## config.mk

```make
export PLATFORM = sky130hd
export DESIGN_NAME = bht_top
export DESIGN_NICKNAME = d
export VERILOG_FILES = /design/src/hdl/bht_cfg_pkg.sv /design/src/hdl/bht_types_pkg.sv /design/src/hdl/rf_1wr_r.sv /design/src/hdl/bht_sweep_cnt.sv /design/src/hdl/bht_ctrl.sv /design/src/hdl/bht_datapath.sv /design/src/hdl/bht_top.sv
export SDC_FILE = /design/constraint.sdc
export NUM_CORES = 1
export LEC_CHECK = 0
export ABC_AREA = 0
export BUFFER_PORTS_ARGS = -buffer_cell sky130_fd_sc_hd__buf_4
export CORE_AREA = 2 2 149 151
export CTS_CLUSTER_DIAMETER = 30
export DETAILED_ROUTE_END_ITERATION = 10
export DIE_AREA = 0 0 151 153
export PLACE_DENSITY = 0.55
export SETUP_SLACK_MARGIN = 0.02
export SLEW_MARGIN = 15
export SYNTH_ARGS = -nofsm -noshare
export SYNTH_HDL_FRONTEND = slang
export SYNTH_SLANG_ARGS = --single-unit
export TNS_END_PERCENT = 20
```

## constraint.sdc

```tcl
create_clock -name CLK -period 3.4 [get_ports CLK]
set_input_delay 0.68 -clock CLK [delete_from_list [all_inputs] [get_ports CLK]]
set_output_delay 0.68 -clock CLK [all_outputs]
set_load 0.01 [all_outputs]
```

## src/hdl/bht_cfg_pkg.sv

```systemverilog
// Sizing constants and counter encodings shared by the branch history table RTL and testbench
package bht_cfg_pkg;

   // Table geometry
   localparam int BHT_AW      = 6;                        // Index width, 64 entries
   localparam int BHT_ENTRIES = 1 << BHT_AW;              // Number of table entries

   // Program counter slicing
   localparam int PC_W   = 32;                            // Full program counter width
   localparam int PC_LSB = 2;                             // Skip the byte offset inside a word

   // Two-bit saturating counter
   localparam int CNT_W = 2;                              // Counter width per entry

   // Encodings below are sized so they can be replicated into a reset vector
   localparam logic [CNT_W-1:0] CNT_WEAK_NT = 2'd1;       // Reset and flush value
   localparam logic [CNT_W-1:0] CNT_MAX     = 2'd3;       // Strongly taken ceiling
   localparam logic [CNT_W-1:0] CNT_MIN     = 2'd0;       // Strongly not-taken floor

   // The predicted direction is the counter's upper bit
   // so values 2 and 3 predict taken, 0 and 1 predict not-taken



endpackage

```

## src/hdl/bht_types_pkg.sv

```systemverilog
// Data types for the branch history table ports, payloads and controller states
package bht_types_pkg;

   // Plain vectors whose widths carry a meaning
   typedef logic [bht_cfg_pkg::PC_W-1:0]   pc_t;        // Program counter
   typedef logic [bht_cfg_pkg::BHT_AW-1:0] bht_idx_t;   // Table index
   typedef logic [bht_cfg_pkg::CNT_W-1:0]  sat_cnt_t;   // Saturating counter value

   // Lookup request payload
   typedef struct packed {
      pc_t pc;                                          // Branch address to predict
   } bht_lookup_t;

   // Training request payload, 33 bits
   typedef struct packed {
      pc_t  pc;                                         // Branch address to train
      logic taken;                                      // Resolved branch outcome
   } bht_update_t;

   // Prediction result, 3 bits
   typedef struct packed {
      logic     taken;                                  // Upper bit of the counter
      sat_cnt_t cnt;                                    // Raw counter for diagnostics
   } bht_pred_t;

   // Controller states
   typedef enum logic [1:0] {
      ST_IDLE   = 2'd0,                                 // Accepting requests, ready high
      ST_UPD_WR = 2'd1,                                 // Writing back the trained counter
      ST_FLUSH  = 2'd2                                  // Sweeping every entry to weak NT
   } bht_state_e;

   // One hot decode of the state is not needed, the enum stays binary
   // so the flops match the two bits declared above





endpackage

```

## src/hdl/rf_1wr_r.sv

```systemverilog
// Generic single-port register file with registered read and a reset fill vector
`timescale 1ns/1ns

module rf_1wr_r #(
   parameter int DW = 1,                                      // Entry width
   parameter int AW = 1,                                      // Address width
   parameter logic [DW*(1<<AW)-1:0] RST_VECTOR = '0           // Entry j sits at bits j*DW
) (
   input  logic          CLK,
   input  logic          RST,                                 // Asynchronous, active low
   input  logic [AW-1:0] addr,                                // Shared read and write address
   input  logic          re,                                  // Read strobe
   output logic [DW-1:0] rdata,                               // Valid one edge after re
   input  logic          we,                                  // Write strobe
   input  logic [DW-1:0] wdata                                // Write payload
);

   logic [DW-1:0] regfile [(1<<AW)-1:0];                      // Storage array
   logic [DW-1:0] dout_q;                                     // Registered read port

   // The whole array is loaded from the vector on reset so that a
   // predictor comes up with a known bias rather than garbage
   always_ff @(posedge CLK or negedge RST) begin
      if (!RST) begin
         for (int j = 0; j < (1 << AW); j++) begin
            regfile[j] <= RST_VECTOR[j*DW +: DW];             // One slice per entry
         end
         dout_q <= '0;                                        // Read register starts clear
      end else begin
         if (we) begin
            regfile[addr] <= wdata;                           // Write takes effect next edge
         end
         if (re) begin
            dout_q <= regfile[addr];                          // Old value when re and we collide
         end
      end
   end

   assign rdata = dout_q;                                     // Holds until the next re

   // A read and a write at the same address in one cycle return the
   // stored value before the write, the controller never issues both



endmodule

```

## src/hdl/bht_sweep_cnt.sv

```systemverilog
// Flush index generator that walks the table once and flags the final entry
`timescale 1ns/1ns

module bht_sweep_cnt (
   input  logic                    CLK,
   input  logic                    RST,         // Asynchronous, active low
   input  logic                    clear,       // Restart the sweep at index zero
   input  logic                    step,        // Advance one entry
   output bht_types_pkg::bht_idx_t idx,         // Entry written this cycle
   output logic                    last         // High while idx is the final entry
);

   bht_types_pkg::bht_idx_t idx_q;              // Current sweep position

   // Clear wins over step so a new flush always starts from entry zero
   always_ff @(posedge CLK or negedge RST) begin
      if (!RST) begin
         idx_q <= '0;
      end else if (clear) begin
         idx_q <= '0;
      end else if (step) begin
         idx_q <= idx_q + 1'b1;                 // Wraps to zero after the last entry
      end
   end

   assign idx = idx_q;

   // Compare against the table size so the controller stays size agnostic
   assign last = (idx_q == bht_types_pkg::bht_idx_t'(bht_cfg_pkg::BHT_ENTRIES - 1));

   // After the final step the index wraps, so a sweep that is not
   // cleared still lands on entry zero for the next flush


endmodule

```

## src/hdl/bht_ctrl.sv

```systemverilog
// Controller FSM that arbitrates lookup, update and flush strobes and sequences table access
`timescale 1ns/1ns

module bht_ctrl (
   input  logic CLK,
   input  logic RST,                            // Asynchronous, active low
   input  logic lookup_req,                     // Lookup strobe from the core
   input  logic update_req,                     // Training strobe from the core
   input  logic flush_req,                      // Flush strobe from the core
   input  logic sweep_last,                     // Sweep counter sits on the final entry
   output logic rd_lookup,                      // Read the lookup index this cycle
   output logic rd_update,                      // Read the update index this cycle
   output logic wr_update,                      // Write the trained counter this cycle
   output logic wr_flush,                       // Write the weak value at the sweep index
   output logic sweep_clear,                    // Restart the sweep counter
   output logic sweep_step,                     // Advance the sweep counter
   output logic ready,                          // Requests are taken only while high
   output logic pred_valid                      // One cycle pulse with the prediction
);

   bht_types_pkg::bht_state_e state_q;          // Current state
   bht_types_pkg::bht_state_e state_d;          // Next state
   logic                      pred_valid_q;     // Lookup issued on the previous edge

   // Next state and command decode
   always_comb begin
      state_d     = state_q;
      rd_lookup   = 1'b0;
      rd_update   = 1'b0;
      wr_update   = 1'b0;
      wr_flush    = 1'b0;
      sweep_clear = 1'b0;
      sweep_step  = 1'b0;
      case (state_q)
         bht_types_pkg::ST_IDLE: begin
            // Flush beats update beats lookup, the losers are dropped
            if (flush_req) begin
               sweep_clear = 1'b1;              // First flush write goes to entry zero
               state_d     = bht_types_pkg::ST_FLUSH;
            end else if (update_req) begin
               rd_update = 1'b1;                // Old counter lands in rdata at this edge
               state_d   = bht_types_pkg::ST_UPD_WR;
            end else if (lookup_req) begin
               rd_lookup = 1'b1;                // Stays idle so lookups can stream
            end
         end
         bht_types_pkg::ST_UPD_WR: begin
            wr_update = 1'b1;                   // Saturated value written at the next edge
            state_d   = bht_types_pkg::ST_IDLE;
         end
         bht_types_pkg::ST_FLUSH: begin
            wr_flush   = 1'b1;                  // One entry per cycle
            sweep_step = 1'b1;
            if (sweep_last) begin
               state_d = bht_types_pkg::ST_IDLE;   // Final entry written at this edge
            end
         end
         default: begin
            state_d = bht_types_pkg::ST_IDLE;   // Recover from an illegal encoding
         end
      endcase
   end

   // State and prediction strobe registers
   always_ff @(posedge CLK or negedge RST) begin
      if (!RST) begin
         state_q      <= bht_types_pkg::ST_IDLE;
         pred_valid_q <= 1'b0;
      end else begin
         state_q      <= state_d;
         pred_valid_q <= rd_lookup;             // Read data is valid one edge after re
      end
   end

   // Requests are sampled only in the idle state
   assign ready = (state_q == bht_types_pkg::ST_IDLE);

   assign pred_valid = pred_valid_q;

   // An update costs one cycle with ready low, a flush costs one
   // cycle per entry, lookups never lower ready





endmodule

```

## src/hdl/bht_datapath.sv

```systemverilog
// Table datapath with address selection, held training request and saturating counter logic
`timescale 1ns/1ns

module bht_datapath (
   input  logic                       CLK,
   input  logic                       RST,          // Asynchronous, active low
   input  bht_types_pkg::bht_lookup_t lookup,       // Lookup payload
   input  bht_types_pkg::bht_update_t update,       // Training payload
   input  logic                       rd_lookup,    // Read for a prediction
   input  logic                       rd_update,    // Read before training
   input  logic                       wr_update,    // Write back the trained value
   input  logic                       wr_flush,     // Write the weak value
   input  bht_types_pkg::bht_idx_t    flush_idx,    // Entry being swept
   output bht_types_pkg::bht_idx_t    rf_addr,      // Shared register file address
   output logic                       rf_re,        // Register file read strobe
   output logic                       rf_we,        // Register file write strobe
   output bht_types_pkg::sat_cnt_t    rf_wdata,     // Register file write data
   input  bht_types_pkg::sat_cnt_t    rf_rdata,     // Registered read data
   output bht_types_pkg::bht_pred_t   pred          // Prediction built from rdata
);

   bht_types_pkg::bht_idx_t lookup_idx;             // Index of the lookup PC
   bht_types_pkg::bht_idx_t update_idx;             // Index of the training PC
   bht_types_pkg::bht_idx_t upd_idx_q;              // Held index for the write cycle
   logic                    upd_taken_q;            // Held outcome for the write cycle
   bht_types_pkg::sat_cnt_t cnt_next;               // Trained counter value

   // Low PC bits above the word offset select the entry
   assign lookup_idx = lookup.pc[bht_cfg_pkg::PC_LSB +: bht_cfg_pkg::BHT_AW];
   assign update_idx = update.pc[bht_cfg_pkg::PC_LSB +: bht_cfg_pkg::BHT_AW];

   // The core may change update during the write cycle, so keep a copy
   always_ff @(posedge CLK or negedge RST) begin
      if (!RST) begin
         upd_idx_q   <= '0;
         upd_taken_q <= 1'b0;
      end else if (rd_update) begin
         upd_idx_q   <= update_idx;
         upd_taken_q <= update.taken;
      end
   end

   // Saturating step, up on taken and down otherwise
   always_comb begin
      if (upd_taken_q) begin
         cnt_next = (rf_rdata == bht_cfg_pkg::CNT_MAX) ? rf_rdata : rf_rdata + 1'b1;
      end else begin
         cnt_next = (rf_rdata == bht_cfg_pkg::CNT_MIN) ? rf_rdata : rf_rdata - 1'b1;
      end
   end

   // Address mux, the controller raises at most one command per cycle
   always_comb begin
      if (wr_flush) begin
         rf_addr = flush_idx;
      end else if (wr_update) begin
         rf_addr = upd_idx_q;
      end else if (rd_update) begin
         rf_addr = update_idx;
      end else begin
         rf_addr = lookup_idx;                      // Also the idle default
      end
   end

   assign rf_re    = rd_lookup | rd_update;
   assign rf_we    = wr_update | wr_flush;
   assign rf_wdata = wr_flush ? bht_cfg_pkg::CNT_WEAK_NT : cnt_next;

   // Direction is the counter's upper bit
   assign pred.taken = rf_rdata[bht_cfg_pkg::CNT_W-1];
   assign pred.cnt   = rf_rdata;

endmodule

```

## src/hdl/bht_top.sv

```systemverilog
// Branch history table top level joining the controller, sweep counter, datapath and register file
`timescale 1ns/1ns

module bht_top (
   input  logic                       CLK,
   input  logic                       RST,          // Asynchronous, active low
   input  logic                       lookup_req,   // Lookup strobe
   input  bht_types_pkg::bht_lookup_t lookup,       // Lookup payload
   input  logic                       update_req,   // Training strobe
   input  bht_types_pkg::bht_update_t update,       // Training payload
   input  logic                       flush_req,    // Flush strobe
   output logic                       ready,        // Requests are taken only while high
   output logic                       pred_valid,   // One cycle after an accepted lookup
   output bht_types_pkg::bht_pred_t   pred          // Valid while pred_valid is high
);

   logic                    rd_lookup;              // Controller commands
   logic                    rd_update;
   logic                    wr_update;
   logic                    wr_flush;
   logic                    sweep_clear;            // Sweep counter control
   logic                    sweep_step;
   logic                    sweep_last;
   bht_types_pkg::bht_idx_t sweep_idx;
   bht_types_pkg::bht_idx_t rf_addr;                // Register file port
   logic                    rf_re;
   logic                    rf_we;
   bht_types_pkg::sat_cnt_t rf_wdata;
   bht_types_pkg::sat_cnt_t rf_rdata;

   bht_ctrl bht_ctrl_i (
      .CLK, .RST, .lookup_req, .update_req, .flush_req, .sweep_last,
      .rd_lookup, .rd_update, .wr_update, .wr_flush,
      .sweep_clear, .sweep_step, .ready, .pred_valid
   );

   bht_sweep_cnt bht_sweep_cnt_i (
      .CLK, .RST, .clear(sweep_clear), .step(sweep_step),
      .idx(sweep_idx), .last(sweep_last)
   );

   bht_datapath bht_datapath_i (
      .CLK, .RST, .lookup, .update,
      .rd_lookup, .rd_update, .wr_update, .wr_flush,
      .flush_idx(sweep_idx),
      .rf_addr, .rf_re, .rf_we, .rf_wdata, .rf_rdata, .pred
   );

   // Every entry comes out of reset weakly not-taken
   rf_1wr_r #(
      .DW        (bht_cfg_pkg::CNT_W),
      .AW        (bht_cfg_pkg::BHT_AW),
      .RST_VECTOR({bht_cfg_pkg::BHT_ENTRIES{bht_cfg_pkg::CNT_WEAK_NT}})
   ) rf_1wr_r_i (
      .CLK, .RST,
      .addr (rf_addr),
      .re   (rf_re),
      .rdata(rf_rdata),
      .we   (rf_we),
      .wdata(rf_wdata)
   );

endmodule

```

# After elaboration in Yosys (flattened, before gate mapping)
# Index checks and enable logic that the tools add are counted.
[op_classes]
addsub = 3
magnitude_cmp = 2
eq_ne = 6
muxes = 29
n_bitwise = 2
reduce_logical = 5
[op_table]
columns = ["cell", "n"]
rows = [
  ["$bwmux W128", 1],
  ["$mux W6", 5],
  ["$mux W2", 9],
  ["$bmux W2 S6", 1],
  ["$demux W2 S6", 1],
  ["$mux W1", 11],
  ["$lt A6 B7 Y1 const B", 1],
  ["$add A6 B1 Y6 const B", 1],
  ["$eq A6 B6 Y1 const B", 1],
  ["$ge A6 B1 Y1 const B", 1],
  ["$eq A2 B2 Y1 const B", 2],
  ["$logic_not A2 Y1", 2],
  ["$pmux W2 S2", 1],
  ["$ne A3 B3 Y1 const B", 1],
  ["$add A2 B1 Y2 const B", 1],
  ["$eq A2 B1 Y1 const B", 1],
  ["$ne A2 B1 Y1 const B", 1],
  ["$or A1 B1 Y1", 2],
  ["$reduce_and A2 Y1", 1],
  ["$reduce_bool A2 Y1", 1],
  ["$sub A2 B1 Y2 const B", 1],
  ["$logic_and A1 B1 Y1", 1],
]
[totals]
ff_bits = 146

# Longest topological paths before layout
# Gate-level depths: netlist of the first run.
[logic_depth]
ltp_word = 11
depth_mapped = 14
mapped_depth_nobuf = 10

# Cells and area by module
# From an unflattened synthesis of the first run, not the netlist that was laid out.
[hier_totals]
hier_cells = 596
hier_area_um2 = 7448.4
[modules_own_cells]
columns = ["mod", "instances", "cells_each", "area_per_inst_um2", "seq_area_each_um2"]
rows = [
  ["rf_1wr_r", 1, 501, 6417.4, 3333.2],
  ["bht_datapath", 1, 54, 578.1, 175.2],
  ["bht_sweep_cnt", 1, 28, 281.5, 150.1],
  ["bht_ctrl", 1, 13, 171.4, 75.1],
]

# Worst setup path before layout of the first run
# No wires, ideal clock.
[synth_path]
kind = "register to register"
startpoint = "reg bht_ctrl_i.state_q[0]"
endpoint = "reg rf_1wr_r_i.dout_q[0] (netlist: rf_1wr_r_i.rdata[0])"
setup_ns = 0.129
arrival_time_ns = 2.917
slack_ns = 0.354
path_stages_with_launch = 13
path_cell_list = "dfrtp_1 > inv_1 > ha_1 > buf_4 > and4b_1 > a211oi_2 > or2_1 > buf_2 > mux4_2 > mux2_2 > nand2_1 > o2111ai_1 > o41a_1"
[synth_between]
elab_chain_len = 7
elab_cells_between_ends = 13
classes_between = "2 x eq/ne; 9 x mux; 1 x bitwise; 1 x reduce/logical"
[synth_lines]
columns = ["element", "line", "rtl"]
rows = [
  ["start, declared", "bht_ctrl.sv:21", "bht_types_pkg::bht_state_e state_q;"],
  ["start signal, assigned", "bht_ctrl.sv:67", "state_q <= bht_types_pkg::ST_IDLE;"],
  ["start signal, assigned", "bht_ctrl.sv:70", "state_q <= state_d;"],
  ["$logic_not A2 Y1 (*)", "--", ""],
  ["named net ready", "bht_top.sv:12", "output logic ready,"],
  ["$mux W1", "bht_ctrl.sv:34", "case (state_q)"],
  ["$mux W6", "bht_datapath.sv:58", "end else if (rd_update) begin"],
  ["$mux W6", "bht_datapath.sv:56", "end else if (wr_update) begin"],
  ["$mux W6", "bht_datapath.sv:54", "if (wr_flush) begin"],
  ["$bmux W2 S6", "rf_1wr_r.sv:34", "dout_q <= regfile[addr];"],
  ["$mux W2 (not written as such)", "rf_1wr_r.sv:34", ""],
  ["end signal, assigned", "rf_1wr_r.sv:34", ""],
  ["end, declared", "rf_1wr_r.sv:19", "logic [DW-1:0] dout_q;"],
]
# Mark *: on every way through the listed nets, which the timed path passes. The rest lies on a longest branch. The select of a mux whose other input is x is not followed.
# A chain may end at the register's enable or synchronous reset.

# Worst setup path in the final report of the first run
[layout_path]
startpoint = "reg bht_ctrl_i.state_q[1]"
endpoint = "reg rf_1wr_r_i.regfile[119] (netlist name)"
[layout_between]
elab_chain_len = 10
elab_cells_between_ends = 17
classes_between = "2 x order compare; 2 x eq/ne; 10 x mux; 1 x bitwise; 2 x reduce/logical"
[layout_lines]
columns = ["element", "line", "rtl"]
rows = [
  ["$logic_not A2 Y1", "bht_ctrl.sv:34", ""],
  ["$mux W1", "bht_ctrl.sv:34", ""],
  ["$mux W6", "bht_datapath.sv:58", ""],
  ["$mux W6", "bht_datapath.sv:56", ""],
  ["$mux W6", "bht_datapath.sv:54", ""],
  ["$lt A6 B7 Y1 (not written as such) or $ge A6 B1 Y1 (tied branches)", "rf_1wr_r.sv:31", "regfile[addr] <= wdata;"],
  ["$logic_and A1 B1 Y1 (not written as such)", "rf_1wr_r.sv:31", ""],
  ["$mux W2 (not written as such)", "rf_1wr_r.sv:31", ""],
  ["$demux W2 S6", "--", ""],
  ["$bwmux W128", "rf_1wr_r.sv:31", ""],
  ["end signal, assigned by index", "rf_1wr_r.sv:26", "regfile[j] <= RST_VECTOR[j*DW +: DW];"],
  ["end signal, assigned by index", "rf_1wr_r.sv:31", ""],
  ["end, declared", "rf_1wr_r.sv:18", "logic [DW-1:0] regfile [(1<<AW)-1:0];"],
]
# Parallel ways exist; a longest one is shown, timed or not.

==> results.md, run 1 <==
* Final setup vio count at 0
* Vias in the first global route at a little under 6000
* Critical path's top delay family: simple AND/OR/NAND/NOR gates
* Psw at around 0.0039 W
* Critical path peak fanout at 13
* YS warnings at 0
* Post-route ant nets at 0
* Logic pwr share at 47.5%
* Top post-synthesis cells by count: nand2_1 (119), nor2_1 (96), dfrtp_1 (82), dfstp_2 (64), mux2_2 (64)
* Die Area at 23100 µm²
* Worst path slowest cell: nor2_2
* Clock latency on the worst-skew pair at 0.43 ns
* R2R setup slack at 0.22 ns
* Crit path buffers/inverters at 3
* Sw Share at 41.90%
* Antenna diode count at 0
* Main combinational cell family by area after synthesis: simple AND/OR/NAND/NOR gates
* Crit Path Category: reg2reg
* Achievable frequency at ~310 MHz
* Core Region at ~21000 µm²
* Final Critical Period at 3.177 ns
* Adder-cell share of the synthesized area at 0.8160%
* Slew headroom at roughly half
* GPL Wtd Cong at 0.8567
* FF-to-FF path depth at 10
* Req. time, crit path at 3.71 ns
* Pin count of the biggest net entering global routing at 72
* TritonCTS Sinks at 146
* Post-route cell area at 8808 µm²
* Synth Area in Compound Gates at between 10% and 20%
* Max-cap violations at 0
* Top-area cell type share of the netlist area at 27.88%
* Final HPWL from detailed placement at ~14 mm
* Clock power frac at 20.6%
* First-pass GRT wire length at 33.30 mm
* Critical Path AT at roughly 3.5 ns
* Layout cell share with drive strength beyond 1 at 31.56%
* Port Buffers at 22
* Most used cell, CP: buf_4
* Max IR drop VDD at a little over 400 µV
* Clk root buf: clkbuf_16
* GRT Overall Usage at 18.83%
* Mapped Area at 7360 µm²
* CP cell instances: inv_1, ha_1, and4b_1, a211oi_1, nor2_2, buf_4, nand4_1, buf_4, or2_2, mux2_1
* Starting Density at 34.25%
* Placed cell area at 8189 µm²
* Die W at 151 µm
* Worst-case clock buffer depth at 2
* Syn Area/Cell at 9.932 µm²
* DRT Pass-1 Iters at 5
* Post-synth EDFFs at 0
* Final Skew at 0.009860 ns
* Nets at 870
* Crit. End Element: flip-flop
* Outcome: complete, no violations
* Reg2reg start: bht_ctrl_i.state_q[1]
* Most instantiated library cell after synthesis: nand2_1
* Antenna violations before repair at 0
* XOR/XNOR share of the synthesized area at 0.4760%
* Std-Cell Rows at 54
* Fin. Hold Viols at 0
* Post-synthesis mux area share at 16.71%
* CP max stage delay at 0.42 ns
* Number of synthesized register bits at 146
* Clk pin slew, worst setup/hold paths at 0.07 ns
* HP Class: in2async
* Slew Limit Fails at 0
* # DRC at 0
* P_int at 0.005468 W
* Share of flip-flops with an asynchronous set or reset at 100.0%
* Synth Net Count at 815
* Power Dens Cells at 1069 nW/µm²
* DR iter-0 viols at about 470
* Routed WL at 20.42 mm
* RSZ-0062 raised after global routing: false
* Height of the die at 153 µm
* Pleak at 3.805 nW
* Setup_tns at 0 ns
* Total CTS buffers at 17
* Reg power frac at around a third
* Period utilisation layout at 93.44%
* Via/cell ratio at 5.236
* Seq/Total Area, Yosys at 50.73%
* Synth Instances at 741
* Top cells by area, synth: dfrtp_1 (28%), dfstp_2 (23%), mux2_2 (9.8%)
* Synth unique cells at 56
* Cell taking the most area after synthesis: dfrtp_1
* Total gr overflow at 0
* Via Count at 5697
* Area delta synth->final at 19.69%
* Simple-gate portion of the synthesized area at 17.99%
* Critical path startpoint category: flip-flop
* CTS tree: built
* Routed length per instance at 18.77 µm
* R2R Path End: rf_1wr_r_i.regfile[119]
* Worst slew pin tran at approximately 0.72 ns
* Ys flop type: dfrtp_1
* CTS H-tree depth at 4
* IO Count at 75
[state kept, by name, indices dropped and copies added, names as in the netlist]
signal and cells:
rf_1wr_r_i.regfile 128, bht_datapath_i.upd_idx_q 6, bht_sweep_cnt_i.idx 6, bht_ctrl_i.state_q 2
rf_1wr_r_i.rdata 2, bht_ctrl_i.pred_valid 1, bht_datapath_i.upd_taken_q 1
[through the flow]
step	std cells	hold slack (ns)	total power (W)	utilization (%)	setup WS (ns)
2_1_floorplan	741	0.3844	0.005679	-	0.3538
3_3_place_gp	1056	0.4583	0.007410	38.11	0.1175
3_5_place_dp	1056	0.4668	0.007449	38.11	0.1464
4_1_cts	1087	0.1439	0.009430	40.93	0.1492
5_1_grt	1088	0.1611	0.01003	41.00	0.02709
6_report	1088	0.1399	0.009412	41.00	0.2231
[final cells by class]
class	count	area [µm²]
inverter	7	26.28
clock buffer	17	425.4
tap	280	350.3
timing repair buffer	80	654.4
multi-input combinational	544	3440
clock inverter	14	178.9
fill	2139	12680
sequential	146	3734
[how the worst max path moves through the flow]
| stage | endpoint | from | depth (start not counted) |
|---|---|---|---|
| 2_1_floorplan | rf_1wr_r_i.rdata[0] | bht_ctrl_i.state_q[0] | 12 |
| 3_3_place_gp | rf_1wr_r_i.regfile[119] | flush_req | 10 |
| 3_5_place_dp | rf_1wr_r_i.regfile[119] | flush_req | 10 |
| 4_1_cts | rf_1wr_r_i.regfile[119] | bht_ctrl_i.state_q[1] | 10 |
| 5_1_grt | rf_1wr_r_i.rdata[0] | bht_ctrl_i.state_q[1] | 11 |
| 6_report | rf_1wr_r_i.regfile[119] | bht_ctrl_i.state_q[1] | 10 |
[worst reg2reg max path, stage by stage, from the launching register on]
cell and delay (ns):
dfrtp_1 0.40, inv_1 0.11, ha_1 0.32, and4b_1 0.28, a211oi_1 0.09, nor2_2 0.43, buf_4 0.30, nand4_1 0.25
buf_4 0.25, or2_2 0.32, mux2_1 0.32
[power by group through the flow]
stage | Combinational (W) | Clock, W | Sequential [W]
floorplan | 0.00278 | 0 | 0.00290
global placement | 0.00441 | 0 | 0.00300
detailed placement | 0.00443 | 0 | 0.00302
CTS | 0.00445 | 0.00199 | 0.00300
finish | 0.00447 | 0.00194 | 0.00300
global route | 0.00489 | 0.00205 | 0.00309
[kinds of logic (layout without fill, tap and decap cells)]
logic type,count (synthesis),in the layout
simple gates,298,298
flops,146,146
compound gates,126,126
mux,111,111
buf+inv,51,118
fa+ha+maj,5,5
xor+xnor,4,4
[per-layer routing]
| layer | vias to the layer above | share of wire (%) | track usage (%) |
|---|---|---|---|
| met4 | 0 | 1.6 | 6.142 |
| met1 | 2819 | 47 | 26.11 |
| met2 | 144 | 47 | 29.39 |
| li1 | 2705 | - | - |
| met3 | 29 | 5.1 | 3.910 |
| met5 | - | 0 | 0 |
[cells in the final DEF, fill, tap and decap left out, types with 6 or more instances in the layout]
master / count
nand2_1: 119
nor2_1: 92
dfrtp_1: 82
buf_4: 75
mux2_2: 64
dfstp_2: 64
a21oi_1: 43
o21ai_0: 34
mux2i_1: 34
nand3_1: 33
clkbuf_16: 17
nand4_1: 11
mux2_1: 11
a211oi_1: 8
inv_1: 7
o22ai_1: 7
a31oi_1: 7
and4b_1: 6
nor3_1: 6
[repair_timing]
item,in CTS,in global routing
endpoints found under the setup margin,0,3
resized for setup,0,2
hold buffers,0,0
buffers inserted,0,1
(Power assumes the default switching activity.)
==> run 2, diff against run 1 <==
--- a/config.mk
+++ b/config.mk
@@ -6,8 +6,10 @@
 export NUM_CORES = 1
 export LEC_CHECK = 0
 export ABC_AREA = 0
+export ABC_CLOCK_PERIOD_IN_PS = 3400
 export BUFFER_PORTS_ARGS = -buffer_cell sky130_fd_sc_hd__buf_4
 export CORE_AREA = 2 2 149 151
+export CTS_BUF_LIST = sky130_fd_sc_hd__clkbuf_2 sky130_fd_sc_hd__clkbuf_4 sky130_fd_sc_hd__clkbuf_8
 export CTS_CLUSTER_DIAMETER = 30
 export DETAILED_ROUTE_END_ITERATION = 10
 export DIE_AREA = 0 0 151 153
==> results.md, run 2 (same netlist as run 1, synthesis figures left out) <==
* Outcome: complete, no violations
* Post-route ant nets at 0
* Area delta synth->final at 17.09%
* Most used cell, CP: or2_2
* Placed cell area at 8189 µm²
* Critical path startpoint category: flip-flop
* Post-route cell area at 8617 µm²
* Routed length per instance at between 15 and 20 µm
* Crit Path Category: reg2reg
* Die Area at 23100 µm²
* Vias in the first global route at between 5000 and 6000
* CTS H-tree depth at 4
* Layout Cells excl Fill at 1088
* Final setup vio count at 0
* Max-cap violations at 0
* Antenna violations before repair at 0
* Slew headroom at 52.39%
* Fin. Hold Viols at 0
* Final HPWL from detailed placement at about 14 mm
* Critical path peak fanout at 6
* CTS Hold Buffers Added at 0
* Critical Path AT at 3.52 ns
* Max reg flops at 128
* Slew Limit Fails at 0
* Pin count of the biggest net entering global routing at 72
* Period utilisation layout at 93.65%
* HP Class: in2async
* DR iter-0 viols at 379
* Via/cell ratio at 5.250
* Post-Place Cells at 1056
* Final Critical Period at approximately 3.2 ns
* P_int at 0.005035 W
* Clk root buf: clkbuf_8
* Worst slew pin tran at 0.7141 ns
* Total gr overflow at 0
* Total Power at 0.008930 W
* Total CTS buffers at 17
* CP max stage delay at 0.52 ns
* TritonCTS Sinks at 146
* Critical path's top delay family: compound AO/OA/AOI/OAI gates
* Worst-case clock buffer depth at 2
* Die W at 151 µm
* Most common cell after layout, fill and taps aside: nand2_1
* GRT Overall Usage at 18.66%
* Worst path slowest cell: mux4_2
* Logic pwr share at 50.1%
* Via Count at 5712
* IO Count at 75
* Layout cell share with drive strength beyond 1 at 31.56%
* Multi-input logic area at 3440 µm²
* Setup_tns at 0 ns
* First-pass GRT wire length at 33.09 mm
* Clk pin slew, worst setup/hold paths at approximately 0.09 ns
* Height of the die at between 150 and 200 µm
* DRT Pass-1 Iters at 5
* Power Dens Cells at 1036 nW/µm²
* Crit. End Element: flip-flop
* Commonest non-fill, non-tap cells in the layout: nand2_1 (119), nor2_1 (92), dfrtp_1 (82), buf_4 (75)
* Fillers at 2162
* Final Skew at about 0.016 ns
* Clock latency on the worst-skew pair at 0.46 ns
* Pleak at 3.718 nW
* Psw at 0.003894 W
* Port Buffers at 22
* CTS tree: built
* RSZ-0062 raised after global routing: true
* Max IR drop VDD at 401.6 µV
* Crit path buffers/inverters at 1
* # DRC at 0
* Req. time, crit path at ~3.7 ns
* Worst hold slack at 0.1024 ns
* Storage cell area at 3734 µm²
* Starting Density at 34.25%
* Achievable frequency at 314.1 MHz
* Core Region at 21490 µm²
* Reg power frac at 33.5%
* Nets at 870
* Sw Share at 43.61%
* Routed WL at 20.42 mm
* Std-Cell Rows at 54
* CP cell instances: inv_1, ha_1, or2_2, a211oi_2, or2_2, mux4_2, mux2_2, nand2_1, o2111ai_1, o41a_1
* Biggest register: rf_1wr_r_i.regfile
* GPL Wtd Cong at 0.8567
* Antenna diode count at 0
* Clock power frac at 16.3%
-- run 2: power by group through the flow --
stage               sequential [W]  clock [W]  combinational, W
finish                     0.00299    0.00146           0.00448
global route               0.00308    0.00156           0.00489
global placement           0.00300          0           0.00441
floorplan                  0.00290          0           0.00278
CTS                        0.00299    0.00149           0.00445
detailed placement         0.00302          0           0.00443
-- run 2: worst reg2reg max path, stage by stage (launching register included) --
cell	delay [ns]
dfrtp_1	0.39
inv_1	0.07
ha_1	0.26
or2_2	0.35
a211oi_2	0.21
or2_2	0.28
mux4_2	0.53
mux2_2	0.28
nand2_1	0.09
o2111ai_1	0.16
o41a_1	0.45
-- run 2: metrics by stage --
stage                     util (%)  setup WS [ns]
final                        40.11         0.2158
after global placement       38.11         0.1175
after floorplan                  -         0.3538
after CTS                    40.04         0.1447
after global routing         40.11       0.006273
after detailed placement     38.11         0.1464
-- run 2: final timing paths --
kind	start	slack (ns)	to	cells past startpoint
max reg2reg	bht_ctrl_i.state_q[0]	0.22	rf_1wr_r_i.rdata[0]	10
min reg2reg	rf_1wr_r_i.regfile[44]	0.48	rf_1wr_r_i.regfile[44]	2
max in group asynchronous	RST	2.40	rf_1wr_r_i.regfile[68]	2
min in group CLK	update[0]	0.46	bht_datapath_i.upd_taken_q	3
min	RST	0.10	bht_ctrl_i.pred_valid	1
max	bht_ctrl_i.state_q[0]	0.22	rf_1wr_r_i.rdata[0]	10
-- run 2: what timing repair did --
item	in CTS	in global routing
gates resized for setup	0	2
setup buffers	0	1
endpoints found under the setup margin	0	4
-- run 2: layout make-up --
class	instances	area share [%]
Inverter	7	0.3049
Multi-Input combinational cell	544	39.92
Sequential cell	146	43.33
Clock inverter	14	2.076
Timing Repair Buffer	80	7.594
Clock buffer	17	2.715
Tap cell	280	4.066
-- run 2: layer usage --
layer  GRT usage, %  up-vias  share of wire [%]
li1               -     2698                  -
met1          26.39     2821                 46
met5              0        -                  0
met2          29.31      172                 46
met4          4.495        0                1.3
met3          3.910       21                6.2
==> run 3, diff against run 2 <==
--- a/config.mk
+++ b/config.mk
@@ -8,12 +8,12 @@
 export ABC_AREA = 0
 export ABC_CLOCK_PERIOD_IN_PS = 3400
 export BUFFER_PORTS_ARGS = -buffer_cell sky130_fd_sc_hd__buf_4
-export CORE_AREA = 2 2 149 151
+export CORE_AREA = 2 2 131 133
 export CTS_BUF_LIST = sky130_fd_sc_hd__clkbuf_2 sky130_fd_sc_hd__clkbuf_4 sky130_fd_sc_hd__clkbuf_8
 export CTS_CLUSTER_DIAMETER = 30
 export DETAILED_ROUTE_END_ITERATION = 10
-export DIE_AREA = 0 0 151 153
-export PLACE_DENSITY = 0.55
+export DIE_AREA = 0 0 133 135
+export PLACE_DENSITY = 0.67
 export SETUP_SLACK_MARGIN = 0.02
 export SLEW_MARGIN = 15
 export SYNTH_ARGS = -nofsm -noshare
==> results.md, run 3 (same netlist as run 1, synthesis figures left out) <==
* Post-route setup slack at 0.1336 ns
* Crit. End Element: flip-flop
* Most common cell after layout, fill and taps aside: nand2_1
* Layout cell share with drive strength beyond 1 at 29.86%
* Routed WL at approximately 19 mm
* Worst slew pin tran at 0.7997 ns
* Total gr overflow at 0
* Multi-input logic area at 3442 µm²
* Grt met3 use at 4.805%
* Achievable frequency at 306.1 MHz
* Period utilisation layout at a little over nine tenths
* Nets at 848
* Routed length per instance at 19.12 µm
* Final setup vio count at 0
* Post-route ant nets at 0
* Port Buffers at 22
* Final Skew at between 0.01 and 0.015 ns
* Via Count at between 5000 and 6000
* Slew headroom at 46.68%
* M2 GR Usage at 36.64%
* Biggest register: rf_1wr_r_i.regfile
* DRT Pass-1 Iters at 5
* Critical Path AT at 3.60 ns
* Critical path startpoint category: flip-flop
* Critical path peak fanout at 12
* Via/cell ratio at 5.753
* Setup Slack @ Placement at around 0.084 ns
* Die Area at 17960 µm²
* CTS H-tree depth at 4
* Outcome: complete, no violations
* Setup_tns at 0 ns
* Critical path's top delay family: compound AO/OA/AOI/OAI gates
* Met1 usage at 29.67%
* CTS tree: built
* TritonCTS Sinks at 146
* Clock power frac at 16.2%
* Commonest non-fill, non-tap cells in the layout: nand2_1 (119), nor2_1 (91), dfrtp_1 (82), mux2_2 (64), dfstp_2 (64)
* Final HPWL from detailed placement at 13.30 mm
* Die W at roughly 130 µm
* GRT Overall Usage at 22.61%
* Clk root buf: clkbuf_8
* First-pass GRT wire length at 31.33 mm
* Total CTS buffers at 17
* Storage cell area at 3734 µm²
* Core Region at 16410 µm²
* Height of the die at 135 µm
* Antenna violations before repair at 1
* Clock latency on the worst-skew pair at about 0.46 ns
* Vias in the first global route at slightly below 6000
* Most used cell, CP: buf_4
* Fillers at between 1000 and 1500
* CTS-repair resized insts at 0
* Crit path buffers/inverters at 3
* Final Critical Period at around 3.3 ns
* Psw at 0.003777 W
* Sw Share at 43.04%
* Post-CTS Setup Inserts at 0
* Logic pwr share at 49.5%
* DR iter-0 viols at around 500
* Crit Path Category: reg2reg
* Worst-case clock buffer depth at 2
* Pin count of the biggest net entering global routing at 85
* Area delta synth->final at 14.14%
* Req. time, crit path at 3.74 ns
* Total Power at 0.008775 W
* # DRC at 0
* CP cell instances: inv_1, ha_2, and4b_1, a211oi_1, nor2_2, buf_4, buf_4, nor2_1, a32oi_1, o2111ai_1, o41a_1
* CP max stage delay at 0.60 ns
* Std-Cell Rows at 47
* RSZ-0062 raised after global routing: false
* GPL Wtd Cong at 0.9113
* HP Class: in2async
* IO Count at 75
* Starting Density at 44.86%
* Power Dens Cells at about 1000 nW/µm²
* CTS Hold Buffers Added at 0
* Slew Limit Fails at 0
* Clk pin slew, worst setup/hold paths at 0.08 ns
* Fin. Hold Viols at 0
* Reg power frac at between 30% and 40%
* Global routing's busiest layer: met2
* Pleak at between 3 and 4 nW
* Worst path slowest cell: nor2_2
* Max IR drop VDD at ~430 µV
* Max reg flops at roughly 130
* P_int at 0.004999 W
* Max-cap violations at 0
-- run 3: cell types whose count changed in the layout (fill, tap and decap cells not counted), sizes merged --
| cell | delta |
|---|---|
| buf | -22 |
| clkbuf | +7 |
| inv | -4 |
| bufinv | -1 |
| clkinv | -1 |
| diode | +1 |
-- run 3: worst reg2reg max path, delay by kind of cell (launching register included) --
| kind | cells | cell delay (ns) |
|---|---|---|
| adder cells (fa/ha/maj) | 1 | 0.31 |
| AND/OR/NAND/NOR | 3 | 0.91 |
| flip-flops | 1 | 0.38 |
| buffers and inverters | 3 | 0.58 |
| AO/OA/AOI/OAI | 4 | 0.97 |
-- run 3: layout make-up --
type | count | share of cell area [%]
timing repair buffer | 58 | 5.973
clock inverter | 8 | 1.206
multi-input combinational | 544 | 40.97
antenna | 1 | 0.02979
sequential | 146 | 44.44
tap | 220 | 3.277
clock buffer | 24 | 3.783
inverter | 7 | 0.3128
-- run 3: through the flow --
step                      instances  hold WS (ns)  util (%)  cell area [µm²]
after floorplan                 741        0.3844         -             7360
after global placement          975        0.4592     48.57             7969
after detailed placement        975        0.4671     48.57             7969
after CTS                      1007        0.2966     51.12             8388
after global routing           1007        0.3228     51.19             8398
final                          1008        0.2632     51.20             8401
-- run 3: layer usage --
layer | share of wire, % | up-vias
met2 | 48 | 209
met4 | 2.5 | 0
met5 | 0 | -
li1 | - | 2661
met3 | 6.4 | 45
met1 | 43 | 2884
-- run 3: power groups by stage --
stage          combinational, W  sequential (W)  clock (W)
6_report                0.00435         0.00301    0.00142
5_1_grt                 0.00470         0.00309    0.00152
4_1_cts                 0.00428         0.00300    0.00144
3_5_place_dp            0.00426         0.00303          0
3_3_place_gp            0.00418         0.00298          0
2_1_floorplan           0.00278         0.00290          0
-- run 3: final timing paths --
check / from / end / slack, ns / depth (start not counted)
max: bht_ctrl_i.state_q[1] / rf_1wr_r_i.rdata[0] / 0.13 / 11
min: RST / bht_sweep_cnt_i.idx[2] / 0.26 / 1
max reg2reg: bht_ctrl_i.state_q[1] / rf_1wr_r_i.rdata[0] / 0.13 / 11
min reg2reg: rf_1wr_r_i.regfile[94] / rf_1wr_r_i.regfile[94] / 0.48 / 2
max in group asynchronous: RST / rf_1wr_r_i.regfile[24] / 2.25 / 2
min in group CLK: update[0] / bht_datapath_i.upd_taken_q / 0.42 / 3
